File: config.mk
export PLATFORM = sky130hd
export DESIGN_NAME = decode_stage
export DESIGN_NICKNAME = d
export VERILOG_FILES = /design/src/source/decode_pkg.sv /design/src/source/control_decoder.sv /design/src/source/imm_generator.sv /design/src/source/id_ex_register.sv /design/src/source/decode_stage.sv
export VERILOG_INCLUDE_DIRS = /design/src /design/src/source
export SDC_FILE = /design/constraint.sdc
export NUM_CORES = 1
export LEC_CHECK = 0
export ABC_AREA = 1
export BUFFER_PORTS_ARGS = -buffer_cell sky130_fd_sc_hd__buf_2
export CAP_MARGIN = 20
export CORE_AREA = 2 2 205 207
export CTS_CLUSTER_SIZE = 40
export DETAILED_ROUTE_END_ITERATION = 7
export DIE_AREA = 0 0 207 209
export HOLD_SLACK_MARGIN = 0.05
export PLACE_DENSITY = 0.6
export SLEW_MARGIN = 20
export SYNTH_ARGS = -nofsm -noshare
export SYNTH_HDL_FRONTEND = slang
export SYNTH_SLANG_ARGS = --single-unit
File: constraint.sdc
create_clock -name CLK -period 1.5 [get_ports CLK]
set_input_delay 0.15 -clock CLK [delete_from_list [all_inputs] [get_ports CLK]]
set_output_delay 0.15 -clock CLK [all_outputs]
set_load 0.02 [all_outputs]
File: src/source/decode_params.svh
// Decode stage parameters
`ifndef DECODE_PARAMS_SVH
`define DECODE_PARAMS_SVH

// Data, address and PC width
`define WORD_W 32

// Register file index width
`define REG_IDX_W 5

// RV32I major opcodes
`define OPC_LUI    7'b0110111
`define OPC_AUIPC  7'b0010111
`define OPC_JAL    7'b1101111
`define OPC_JALR   7'b1100111
`define OPC_BRANCH 7'b1100011
`define OPC_LOAD   7'b0000011
`define OPC_STORE  7'b0100011
`define OPC_OPIMM  7'b0010011
`define OPC_OP     7'b0110011

// Custom opcode that stops the core
`define OPC_HALT   7'h7F

`endif

File: src/source/decode_pkg.sv
// Decode stage types
`include "decode_params.svh"

package decode_pkg;

  // Plain vectors with a meaning
  typedef logic [`WORD_W-1:0]    word_t;
  typedef logic [`REG_IDX_W-1:0] reg_idx_t;

  // ALU operations, ADD must stay zero so a bubble is a harmless add
  typedef enum logic [3:0] {
    ALU_ADD  = 4'd0,
    ALU_SUB  = 4'd1,
    ALU_SLL  = 4'd2,
    ALU_SLT  = 4'd3,
    ALU_SLTU = 4'd4,
    ALU_XOR  = 4'd5,
    ALU_SRL  = 4'd6,
    ALU_SRA  = 4'd7,
    ALU_OR   = 4'd8,
    ALU_AND  = 4'd9
  } aluop_t;

  // ALU port A source
  typedef enum logic [1:0] {
    A_RS1   = 2'd0,
    A_IMM_S = 2'd1,
    A_PC    = 2'd2,
    A_ZERO  = 2'd3
  } a_sel_t;

  // ALU port B source
  typedef enum logic [1:0] {
    B_RS1   = 2'd0,
    B_RS2   = 2'd1,
    B_IMM   = 2'd2,
    B_IMM_U = 2'd3
  } b_sel_t;

  // Register write-back source
  typedef enum logic [1:0] {
    W_ALU   = 2'd0,
    W_PC4   = 2'd1,
    W_IMM_U = 2'd2,
    W_LOAD  = 2'd3
  } w_sel_t;

  // Branch kinds, encoded as funct3
  typedef enum logic [2:0] {
    BR_EQ  = 3'b000,
    BR_NE  = 3'b001,
    BR_LT  = 3'b100,
    BR_GE  = 3'b101,
    BR_LTU = 3'b110,
    BR_GEU = 3'b111
  } branch_t;

  // Load widths, encoded as funct3
  typedef enum logic [2:0] {
    LD_B  = 3'b000,
    LD_H  = 3'b001,
    LD_W  = 3'b010,
    LD_BU = 3'b100,
    LD_HU = 3'b101
  } load_t;

  typedef struct packed {
    word_t instr;
    word_t pc;
    word_t pc4;
  } fetch_t;

  typedef struct packed {
    logic flush;
    logic stall;
    logic pc_en;
  } hazard_t;

  typedef struct packed {
    reg_idx_t rs1;
    reg_idx_t rs2;
    reg_idx_t rd;
    aluop_t   alu_op;
    a_sel_t   a_sel;
    b_sel_t   b_sel;
    w_sel_t   w_sel;
    logic     shamt_sel;
    logic     j_sel;
    logic     wen;
    logic     dwen;
    logic     dren;
    load_t    load_type;
    logic     jump;
    logic     branch;
    branch_t  branch_type;
    logic     halt;
  } ctrl_t;

  typedef struct packed {
    word_t imm_i;
    word_t imm_s;
    word_t imm_sb;
    word_t imm_u;
    word_t imm_uj;
    word_t shamt;
  } imm_t;

  typedef struct packed {
    reg_idx_t reg_rs1;
    reg_idx_t reg_rs2;
    reg_idx_t reg_rd;
    word_t    rs1_data;
    word_t    rs2_data;
    word_t    port_a;
    word_t    port_b;
    aluop_t   alu_op;
    word_t    wdata;
    w_sel_t   w_sel;
    logic     wen;
    logic     dwen;
    logic     dren;
    load_t    load_type;
    logic     jump;
    logic     j_sel;
    word_t    j_base;
    word_t    j_offset;
    logic     branch;
    branch_t  branch_type;
    word_t    br_imm_sb;
    logic     halt_instr;
    word_t    pc;
    word_t    pc4;
  } id_ex_t;

endpackage

File: src/source/control_decoder.sv
// Instruction control decoder
`timescale 1ns/1ps
`include "decode_params.svh"

module control_decoder (
  input  decode_pkg::word_t instr,
  output decode_pkg::ctrl_t ctrl
);

  import decode_pkg::*;

  logic [6:0] opcode;
  logic [2:0] funct3;
  logic       funct7_b5;

  assign opcode    = instr[6:0];
  assign funct3    = instr[14:12];
  // Bit 30 picks SUB over ADD and SRA over SRL
  assign funct7_b5 = instr[30];

  // Shared ALU op lookup for register and immediate forms
  function automatic aluop_t alu_from_funct(input logic [2:0] f3, input logic alt,
                                            input logic allow_sub);
    aluop_t op;
    case (f3)
      3'b000:  op = (alt && allow_sub) ? ALU_SUB : ALU_ADD;
      3'b001:  op = ALU_SLL;
      3'b010:  op = ALU_SLT;
      3'b011:  op = ALU_SLTU;
      3'b100:  op = ALU_XOR;
      3'b101:  op = alt ? ALU_SRA : ALU_SRL;
      3'b110:  op = ALU_OR;
      default: op = ALU_AND;
    endcase
    return op;
  endfunction

  always_comb begin
    ctrl = '0;

    // Register indices come straight from the fixed fields
    ctrl.rs1 = instr[19:15];
    ctrl.rs2 = instr[24:20];
    ctrl.rd  = instr[11:7];

    case (opcode)
      `OPC_OP: begin
        ctrl.alu_op = alu_from_funct(funct3, funct7_b5, 1'b1);
        ctrl.a_sel  = A_RS1;
        ctrl.b_sel  = B_RS2;
        ctrl.w_sel  = W_ALU;
        ctrl.wen    = 1'b1;
      end

      `OPC_OPIMM: begin
        // No SUBI, bit 30 belongs to the immediate unless shifting
        ctrl.alu_op    = alu_from_funct(funct3, funct7_b5, 1'b0);
        ctrl.a_sel     = A_RS1;
        ctrl.b_sel     = B_IMM;
        ctrl.w_sel     = W_ALU;
        ctrl.wen       = 1'b1;
        ctrl.shamt_sel = (funct3 == 3'b001) || (funct3 == 3'b101);
      end

      `OPC_LUI: begin
        ctrl.alu_op = ALU_ADD;
        ctrl.a_sel  = A_ZERO;
        ctrl.b_sel  = B_IMM_U;
        ctrl.w_sel  = W_IMM_U;
        ctrl.wen    = 1'b1;
      end

      `OPC_AUIPC: begin
        ctrl.alu_op = ALU_ADD;
        ctrl.a_sel  = A_PC;
        ctrl.b_sel  = B_IMM_U;
        ctrl.w_sel  = W_ALU;
        ctrl.wen    = 1'b1;
      end

      `OPC_LOAD: begin
        // Address is rs1 plus the I immediate
        ctrl.alu_op    = ALU_ADD;
        ctrl.a_sel     = A_RS1;
        ctrl.b_sel     = B_IMM;
        ctrl.w_sel     = W_LOAD;
        ctrl.wen       = 1'b1;
        ctrl.dren      = 1'b1;
        ctrl.load_type = load_t'(funct3);
      end

      `OPC_STORE: begin
        // Address is the S immediate plus rs1, rs2 carries the data
        ctrl.alu_op = ALU_ADD;
        ctrl.a_sel  = A_IMM_S;
        ctrl.b_sel  = B_RS1;
        ctrl.dwen   = 1'b1;
      end

      `OPC_BRANCH: begin
        ctrl.alu_op      = ALU_SUB;
        ctrl.a_sel       = A_RS1;
        ctrl.b_sel       = B_RS2;
        ctrl.branch      = 1'b1;
        ctrl.branch_type = branch_t'(funct3);
      end

      `OPC_JAL: begin
        ctrl.jump  = 1'b1;
        ctrl.j_sel = 1'b1;
        ctrl.w_sel = W_PC4;
        ctrl.wen   = 1'b1;
      end

      `OPC_JALR: begin
        ctrl.jump  = 1'b1;
        ctrl.j_sel = 1'b0;
        ctrl.w_sel = W_PC4;
        ctrl.wen   = 1'b1;
      end

      `OPC_HALT: begin
        ctrl.halt = 1'b1;
      end

      default: begin
        // Unknown opcode keeps everything inactive
        ctrl.halt = 1'b0;
      end
    endcase
  end

endmodule

File: src/source/imm_generator.sv
// Immediate generator
`timescale 1ns/1ps
`include "decode_params.svh"

module imm_generator (
  input  decode_pkg::word_t instr,
  output decode_pkg::imm_t  imm
);

  import decode_pkg::*;

  logic sign;

  assign sign = instr[31];

  // I type
  assign imm.imm_i = {{(`WORD_W-12){sign}}, instr[31:20]};

  // S type, split around rd field
  assign imm.imm_s = {{(`WORD_W-12){sign}}, instr[31:25], instr[11:7]};

  // SB type, always even
  assign imm.imm_sb = {{(`WORD_W-13){sign}}, instr[31], instr[7],
                       instr[30:25], instr[11:8], 1'b0};

  // U type sits in the upper twenty bits
  assign imm.imm_u = {instr[31:12], 12'b0};

  // UJ type, always even
  assign imm.imm_uj = {{(`WORD_W-21){sign}}, instr[31], instr[19:12],
                       instr[20], instr[30:21], 1'b0};

  // Shift amount is unsigned
  assign imm.shamt = {{(`WORD_W-5){1'b0}}, instr[24:20]};

endmodule

File: src/source/id_ex_register.sv
// Decode to execute pipeline register
`timescale 1ns/1ps

module id_ex_register (
  input  logic                CLK,
  input  logic                nRST,
  input  decode_pkg::ctrl_t   ctrl,
  input  decode_pkg::imm_t    imm,
  input  decode_pkg::fetch_t  fetch,
  input  decode_pkg::hazard_t hazard,
  input  logic                halt,
  input  decode_pkg::word_t   rs1_data,
  input  decode_pkg::word_t   rs2_data,
  output decode_pkg::id_ex_t  id_ex
);

  import decode_pkg::*;

  word_t  imm_or_shamt;
  word_t  port_a;
  word_t  port_b;
  word_t  j_base;
  word_t  j_offset;
  word_t  wdata;
  id_ex_t next;
  logic   bubble;
  logic   load_en;

  // Shift immediates use only the shamt field
  assign imm_or_shamt = ctrl.shamt_sel ? imm.shamt : imm.imm_i;

  always_comb begin
    case (ctrl.a_sel)
      A_RS1:   port_a = rs1_data;
      A_IMM_S: port_a = imm.imm_s;
      A_PC:    port_a = fetch.pc;
      default: port_a = '0;
    endcase
  end

  always_comb begin
    case (ctrl.b_sel)
      B_RS1:   port_b = rs1_data;
      B_RS2:   port_b = rs2_data;
      B_IMM:   port_b = imm_or_shamt;
      default: port_b = imm.imm_u;
    endcase
  end

  // JAL is pc relative, JALR is register relative
  always_comb begin
    if (ctrl.j_sel) begin
      j_base   = fetch.pc;
      j_offset = imm.imm_uj;
    end else begin
      j_base   = rs1_data;
      j_offset = imm.imm_i;
    end
  end

  // Early write-back value, ALU and load results come later
  always_comb begin
    case (ctrl.w_sel)
      W_PC4:   wdata = fetch.pc4;
      W_IMM_U: wdata = imm.imm_u;
      default: wdata = '0;
    endcase
  end

  always_comb begin
    next             = '0;
    next.reg_rs1     = ctrl.rs1;
    next.reg_rs2     = ctrl.rs2;
    next.reg_rd      = ctrl.rd;
    next.rs1_data    = rs1_data;
    next.rs2_data    = rs2_data;
    next.port_a      = port_a;
    next.port_b      = port_b;
    next.alu_op      = ctrl.alu_op;
    next.wdata       = wdata;
    next.w_sel       = ctrl.w_sel;
    next.wen         = ctrl.wen;
    next.dwen        = ctrl.dwen;
    next.dren        = ctrl.dren;
    next.load_type   = ctrl.load_type;
    next.jump        = ctrl.jump;
    next.j_sel       = ctrl.j_sel;
    next.j_base      = j_base;
    next.j_offset    = j_offset;
    next.branch      = ctrl.branch;
    next.branch_type = ctrl.branch_type;
    next.br_imm_sb   = imm.imm_sb;
    next.halt_instr  = ctrl.halt;
    next.pc          = fetch.pc;
    next.pc4         = fetch.pc4;
  end

  // Flush or stall only bubble when the pipe advances
  assign bubble  = ((hazard.flush | hazard.stall) & hazard.pc_en) | halt;
  assign load_en = hazard.pc_en & ~hazard.stall;

  always_ff @(posedge CLK, negedge nRST) begin
    if (!nRST) begin
      id_ex <= '0;
    end else if (bubble) begin
      id_ex <= '0;
    end else if (load_en) begin
      id_ex <= next;
    end
  end

endmodule

File: src/source/decode_stage.sv
// RV32I decode stage
`timescale 1ns/1ps

module decode_stage (
  input  logic                 CLK,
  input  logic                 nRST,
  input  decode_pkg::fetch_t   fetch,
  input  decode_pkg::hazard_t  hazard,
  input  logic                 halt,
  input  decode_pkg::word_t    rs1_data,
  input  decode_pkg::word_t    rs2_data,
  output decode_pkg::reg_idx_t rs1,
  output decode_pkg::reg_idx_t rs2,
  output logic                 decode_halt,
  output decode_pkg::id_ex_t   id_ex
);

  import decode_pkg::*;

  ctrl_t ctrl;
  imm_t  imm;

  control_decoder u_control_decoder (
    .instr (fetch.instr),
    .ctrl  (ctrl)
  );

  imm_generator u_imm_generator (
    .instr (fetch.instr),
    .imm   (imm)
  );

  id_ex_register u_id_ex_register (
    .CLK      (CLK),
    .nRST     (nRST),
    .ctrl     (ctrl),
    .imm      (imm),
    .fetch    (fetch),
    .hazard   (hazard),
    .halt     (halt),
    .rs1_data (rs1_data),
    .rs2_data (rs2_data),
    .id_ex    (id_ex)
  );

  // Register file read addresses
  assign rs1 = ctrl.rs1;
  assign rs2 = ctrl.rs2;

  // Halt seen in decode goes to the hazard unit right away
  assign decode_halt = ctrl.halt;

endmodule

# Yosys cells after proc, flatten, opt, wreduce, memory -nomap -nowiden
# Cells that the tools add are included.
# word_totals
regBits	354
latchBits	0
ram_bits	0
rom_bits	0
input_bits	166
out_inout_bits	365
wordCells	80
memories	0
# classes
add_sub_neg	0
n_mul	0
div_mod_pow	0
magnitude_cmp	0
n_eq_ne	22
shift	0
muxes	22
bitwise_logic	5
n_reduce_logical	7
# ops
op	n
$mux 354	2
$pmux 32 s3	2
$mux 32	2
$pmux 32 s2	1
$pmux 4 s7	2
$pmux 8 s7	1
$eq 7x7->1 const B	4
$eq 7x6->1 const B	3
$mux 20	1
$eq 7x5->1 const B	2
$eq 3x3->1 const B	3
$mux 1	8
$mux 4	2
$eq 7x2->1 const B	1
$reduce_or 7->1	1
$eq 2x1->1 const B	3
$eq 2x2->1 const B	3
$eq 3x2->1 const B	2
$pmux 2 s3	1
$logic_not 2->1	2
$eq 3x1->1 const B	1
$logic_not 3->1	1
$and 1x1->1	2
$or 1x1->1	2
other kinds (4)	4

# Longest topological paths before layout
# logic_depth
ltp_word	7
mapped_depth	13
ltp_nobuf	12

# By module
# A second synthesis with hierarchy kept.
# hier_totals
cells_unflattened	2578
area_unflattened_um2	18636.6
# modules_own_cells
module	instances	cells_per_inst	area_each_um2	seq_area_each_um2
id_ex_register	1	2303	16736.1	8858.5
imm_generator	1	193	1445.1	0.0
control_decoder	1	82	455.4	0.0

# Least setup slack after synthesis
# OpenSTA, ideal clock, no wires.
# synth_path
path_kind	in2reg
startpoint	input fetch[67] (netlist bit)
endpoint	register u_id_ex_register.id_ex[187] (netlist name)
setup_time_ns	0.083
t_arrival_ns	1.783
required_time_ns	1.417
setup_slack_ns	-0.365
path_stages	12
path_buffers	2
cell_sequence	buf_4 -> nor2_1 -> nand2_1 -> nor2_8 -> nand2_1 -> nand2_1 -> inv_1 -> ha_1 -> nor2_1 -> clkbuf_1 -> a32oi_1 -> o21ai_0
# synth_between
elab_chain_len	7
word_cells_on_any_way	11
classes_between	eq/ne: 6; mux: 4; reduce/logical: 1
# synth_rtl
item	line	text
start, declared	decode_stage.sv:7	input decode_pkg::fetch_t fetch,
$eq 7x7->1	control_decoder.sv:46	case (opcode)
$reduce_or 2->1 (no line)	-	
$pmux 2 s3 *	control_decoder.sv:46	
$eq 2x2->1 or $eq 2x1->1 (tied branches)	id_ex_register.sv:63	case (ctrl.w_sel)
$pmux 32 s2 *	id_ex_register.sv:63	
$mux 354 *	id_ex_register.sv:107	end else if (load_en) begin
$mux 354 *	id_ex_register.sv:105	end else if (bubble) begin
# Mark *: on every way between the ends. The rest lies on a longest branch, timed or not. The select of a mux whose other input is x is not followed.
# A chain may end at the register's enable or synchronous reset.

# Worst setup path after layout
# layout_path
startpoint	input hazard[1] (netlist bit)
endpoint	register u_id_ex_register.id_ex[158] (netlist name)
# layout_between
elab_chain_len	4
word_cells_on_any_way	7
classes_between	mux: 1; bitwise: 5; reduce/logical: 1
# layout_rtl
item	line	text
start, declared	decode_stage.sv:8	input decode_pkg::hazard_t hazard,
$or 1x1->1	id_ex_register.sv:99	assign bubble = ((hazard.flush | hazard.stall) & hazard.pc_en) | halt;
$and 1x1->1	id_ex_register.sv:99	
$or 1x1->1	id_ex_register.sv:99	
$mux 354 or $reduce_bool 2->1 (tied branches)	-	
# Several ways; a longest one is shown, not always the timed one.

==> flow_summary.ini <==
[run_status]
status = finished clean

[routing]
antenna_left = 0
drt-pass1-iter-count = 5
drt-initial-drc-count = 1100
wire_per_inst_um = 20.47
drc = 0
vias = 14230
routed_wirelength_um = 57460
via_per_inst = 5.068

[sta]
drv_slew = 0
whs_ns = 0.08557
fin_crit_sh_pct = 96.43
relSlewSlack_pct = 33.65
fmax_mhz = 691.3
worst_pin_slew_ns = 0.9916
setup_viol = 0
final.setup_skew_ns = 0
fin_crit_ns = 1.446
rsz0062_at_grt = false
final_hold_viol_count = 0

[grt]
grt_pass1_wl_um = 86790
grt_pass1_vias = 14130
grt_overflow = 0
grt_usage_pct = 25.98
grt_antenna_before_repair = 2
grt_max_degree = 109

[critical_path]
critPathLaunch = hazard[1]
slowest_delay_ns = 0.56
cp_data_required_time_ns = 1.98
arrival_ns = 1.93
crit_fanout = 26
worstSetupStartpointType = input port
reg2regPathDepth = 3
criticalPathCategory = in2reg
critPathSlowestCell = dlygate4sd3_1
r2r_setup_slack_ns = 0.34
setup.worst_path.end_class = flip-flop
r2r-start = u_id_ex_register.id_ex[159]$_DFFE_PN0P_
path_cells = buf_2 > o21ai_1 > nand2_1 > buf_4 > nor2_4 > buf_12 > buf_12 > nand2_1 > o21ai_1 > dlygate4sd3_1
worstSetupEndpoint = u_id_ex_register.id_ex[158]$_DFFE_PN0P_
r2r_end = u_id_ex_register.id_ex[159]$_DFFE_PN0P_

[final_layout]
final_util_pct = 49.25
regMostFlops = u_id_ex_register.id_ex
layout.cells.most_common_list = buf_2, nand2_1, dfrtp_1
final_nets = 2410
drive_gt1_share_pct = 32.45
area_delta_synth_final_pct = 45.96
layout_commonest_cell = buf_2
reg.largest.list = u_id_ex_register.id_ex x307
largest_reg_flops = 307
final_cells = 2807
num_antenna_cells = 0

[clock_tree]
cts_buffer_depth = 3
numCtsBuffers = 37
cts-root-buf = clkbuf_16
clk-insertion-delay-late_ns = 0.53
cts.sinks = 307
htreeDepth = 2
cts_tree = yes
cts.clk_slew.worst_paths_ns = 0.06

[synthesis]
post_synth_inst_count = 1573
yosysWarnings = 0
syn_area_um2 = 13930
ys_seq_area_share_pct = 55.14
synth_nets = 1741
yosysTopAreaCellShare_pct = 55.14
syn_avg_cell_area_um2 = 8.858
synthArstFlopShare_pct = 100.0
synth_ff_type = dfrtp_1
synth_edf_count = 0
ys_types = 32
ys_seq_elements = 307
synth_area_leaders = dfrtp_1, nand2_1, o21ai_0
synth_top_cell_by_area = dfrtp_1

[floorplanning]
io_pins = 531
floorplan.initialDensity_pct = 33.75
rows = 75
die_h_um = 209
dieWidth_um = 207
dieArea_um2 = 43260
core_area_um2 = 41290

[worst_hold_path]
holdCritStartpoint = halt
holdCritPathClass = in2reg

[pwr]
ir_drop_uv = 586.2
p_leak_nw = 11.39
power_density_nw_per_um2 = 1004

[place]
dpl.hpwl_um = 41210
io_buffers = 529
dp_cells = 2584
gp_congestion = 0.8920

[job]
drv_cap = 0
==> through the flow <==
stage	total power, mW	worst slack [ns]	TNS [ns]	area, um2
finish	20.41	0.05351	0	20340
global route	21.17	0.0001386	0	20340
CTS	20.63	0.01220	0	20320
detailed placement	11.10	-0.3758	-24.05	17510
global placement	11.08	-0.2921	-21.32	17510
floorplan	9.816	-0.1274	-2.857	14030
==> cell usage after synthesis (4+ instances only) <==
master / instances
nand2_1: 396
a22o_1: 62
nand3_1: 99
o31ai_1: 9
inv_2: 7
buf_6: 6
nand3_2: 13
inv_1: 113
o21ai_1: 46
a32oi_1: 20
o21ai_0: 221
clkbuf_1: 28
buf_4: 69
dfrtp_1: 307
buf_2: 54
a21oi_1: 4
o22ai_1: 11
nor2_1: 85
==> how the worst min path moves through the flow <==
stage | endpoint | slack (ns) | cells after the start
final | u_id_ex_register.id_ex[317]$_DFFE_PN0P_ | 0.09 | 5
after global routing | u_id_ex_register.id_ex[317]$_DFFE_PN0P_ | 0.1 | 5
after CTS | u_id_ex_register.id_ex[317]$_DFFE_PN0P_ | 0.06 | 5
after detailed placement | u_id_ex_register.id_ex[339]$_DFFE_PN0P_ | 0.10 | 1
after global placement | u_id_ex_register.id_ex[339]$_DFFE_PN0P_ | 0.10 | 1
after floorplan | u_id_ex_register.id_ex[0]$_DFFE_PN0P_ | -0.15 | 0
==> power breakdown <==
part           switching (mW)  total [mW]  internal, mW
Clock                    3.63        9.13          5.50
Sequential              0.126        8.62          8.50
Combinational            1.64        2.66          1.02
==> cell families (layout without fill, tap and decap cells) <==
group	Yosys count	count (layout)	share of synthesized area, %
other	1	1	0.02691
buffers and inverters	282	977	10.30
AO/OA/AOI/OAI	374	374	15.93
flip-flops	307	307	55.14
adder cells (fa/ha/maj)	2	2	0.1796
AND/OR/NAND/NOR	607	607	18.43
==> critical path: cells and delay by family <==
| family | cells | cell delay, ns |
|---|---|---|
| simple gates | 3 | 0.36 |
| compound gates | 2 | 0.19 |
| buf+inv | 5 | 1.21 |
==> what timing repair did <==
action | CTS | global route
hold buffers | 158 | 0
gates cloned | 0 | 0
hold endpoints to repair | 600 | 0
pin swaps | 0 | 0
setup buffers | 0 | 0
resized for setup | 1 | 5
setup endpoints to repair | 32 | 36
==> area by class of cell <==
class / instances / area, um2
inverter: 121 / 461.7
clock inverter: 10 / 113.9
timing repair buffer: 791 / 5410
sequential: 307 / 7682
clock buffer: 55 / 1116
fill: 3873 / 20950
tap: 539 / 674.4
multi-input combinational: 984 / 4878
==> layer usage <==
metal / vias to the layer above / track usage, % / wire length [um]
li1: 6469 / - / -
met1: 6905 / 34.25 / 23920
met2: 736 / 42.05 / 27100
met3: 115 / 5.125 / 4362
met4: 2 / 10.54 / 2070
met5: - / 0 / 10
No activity file was read; power rests on OpenSTA's default activity.
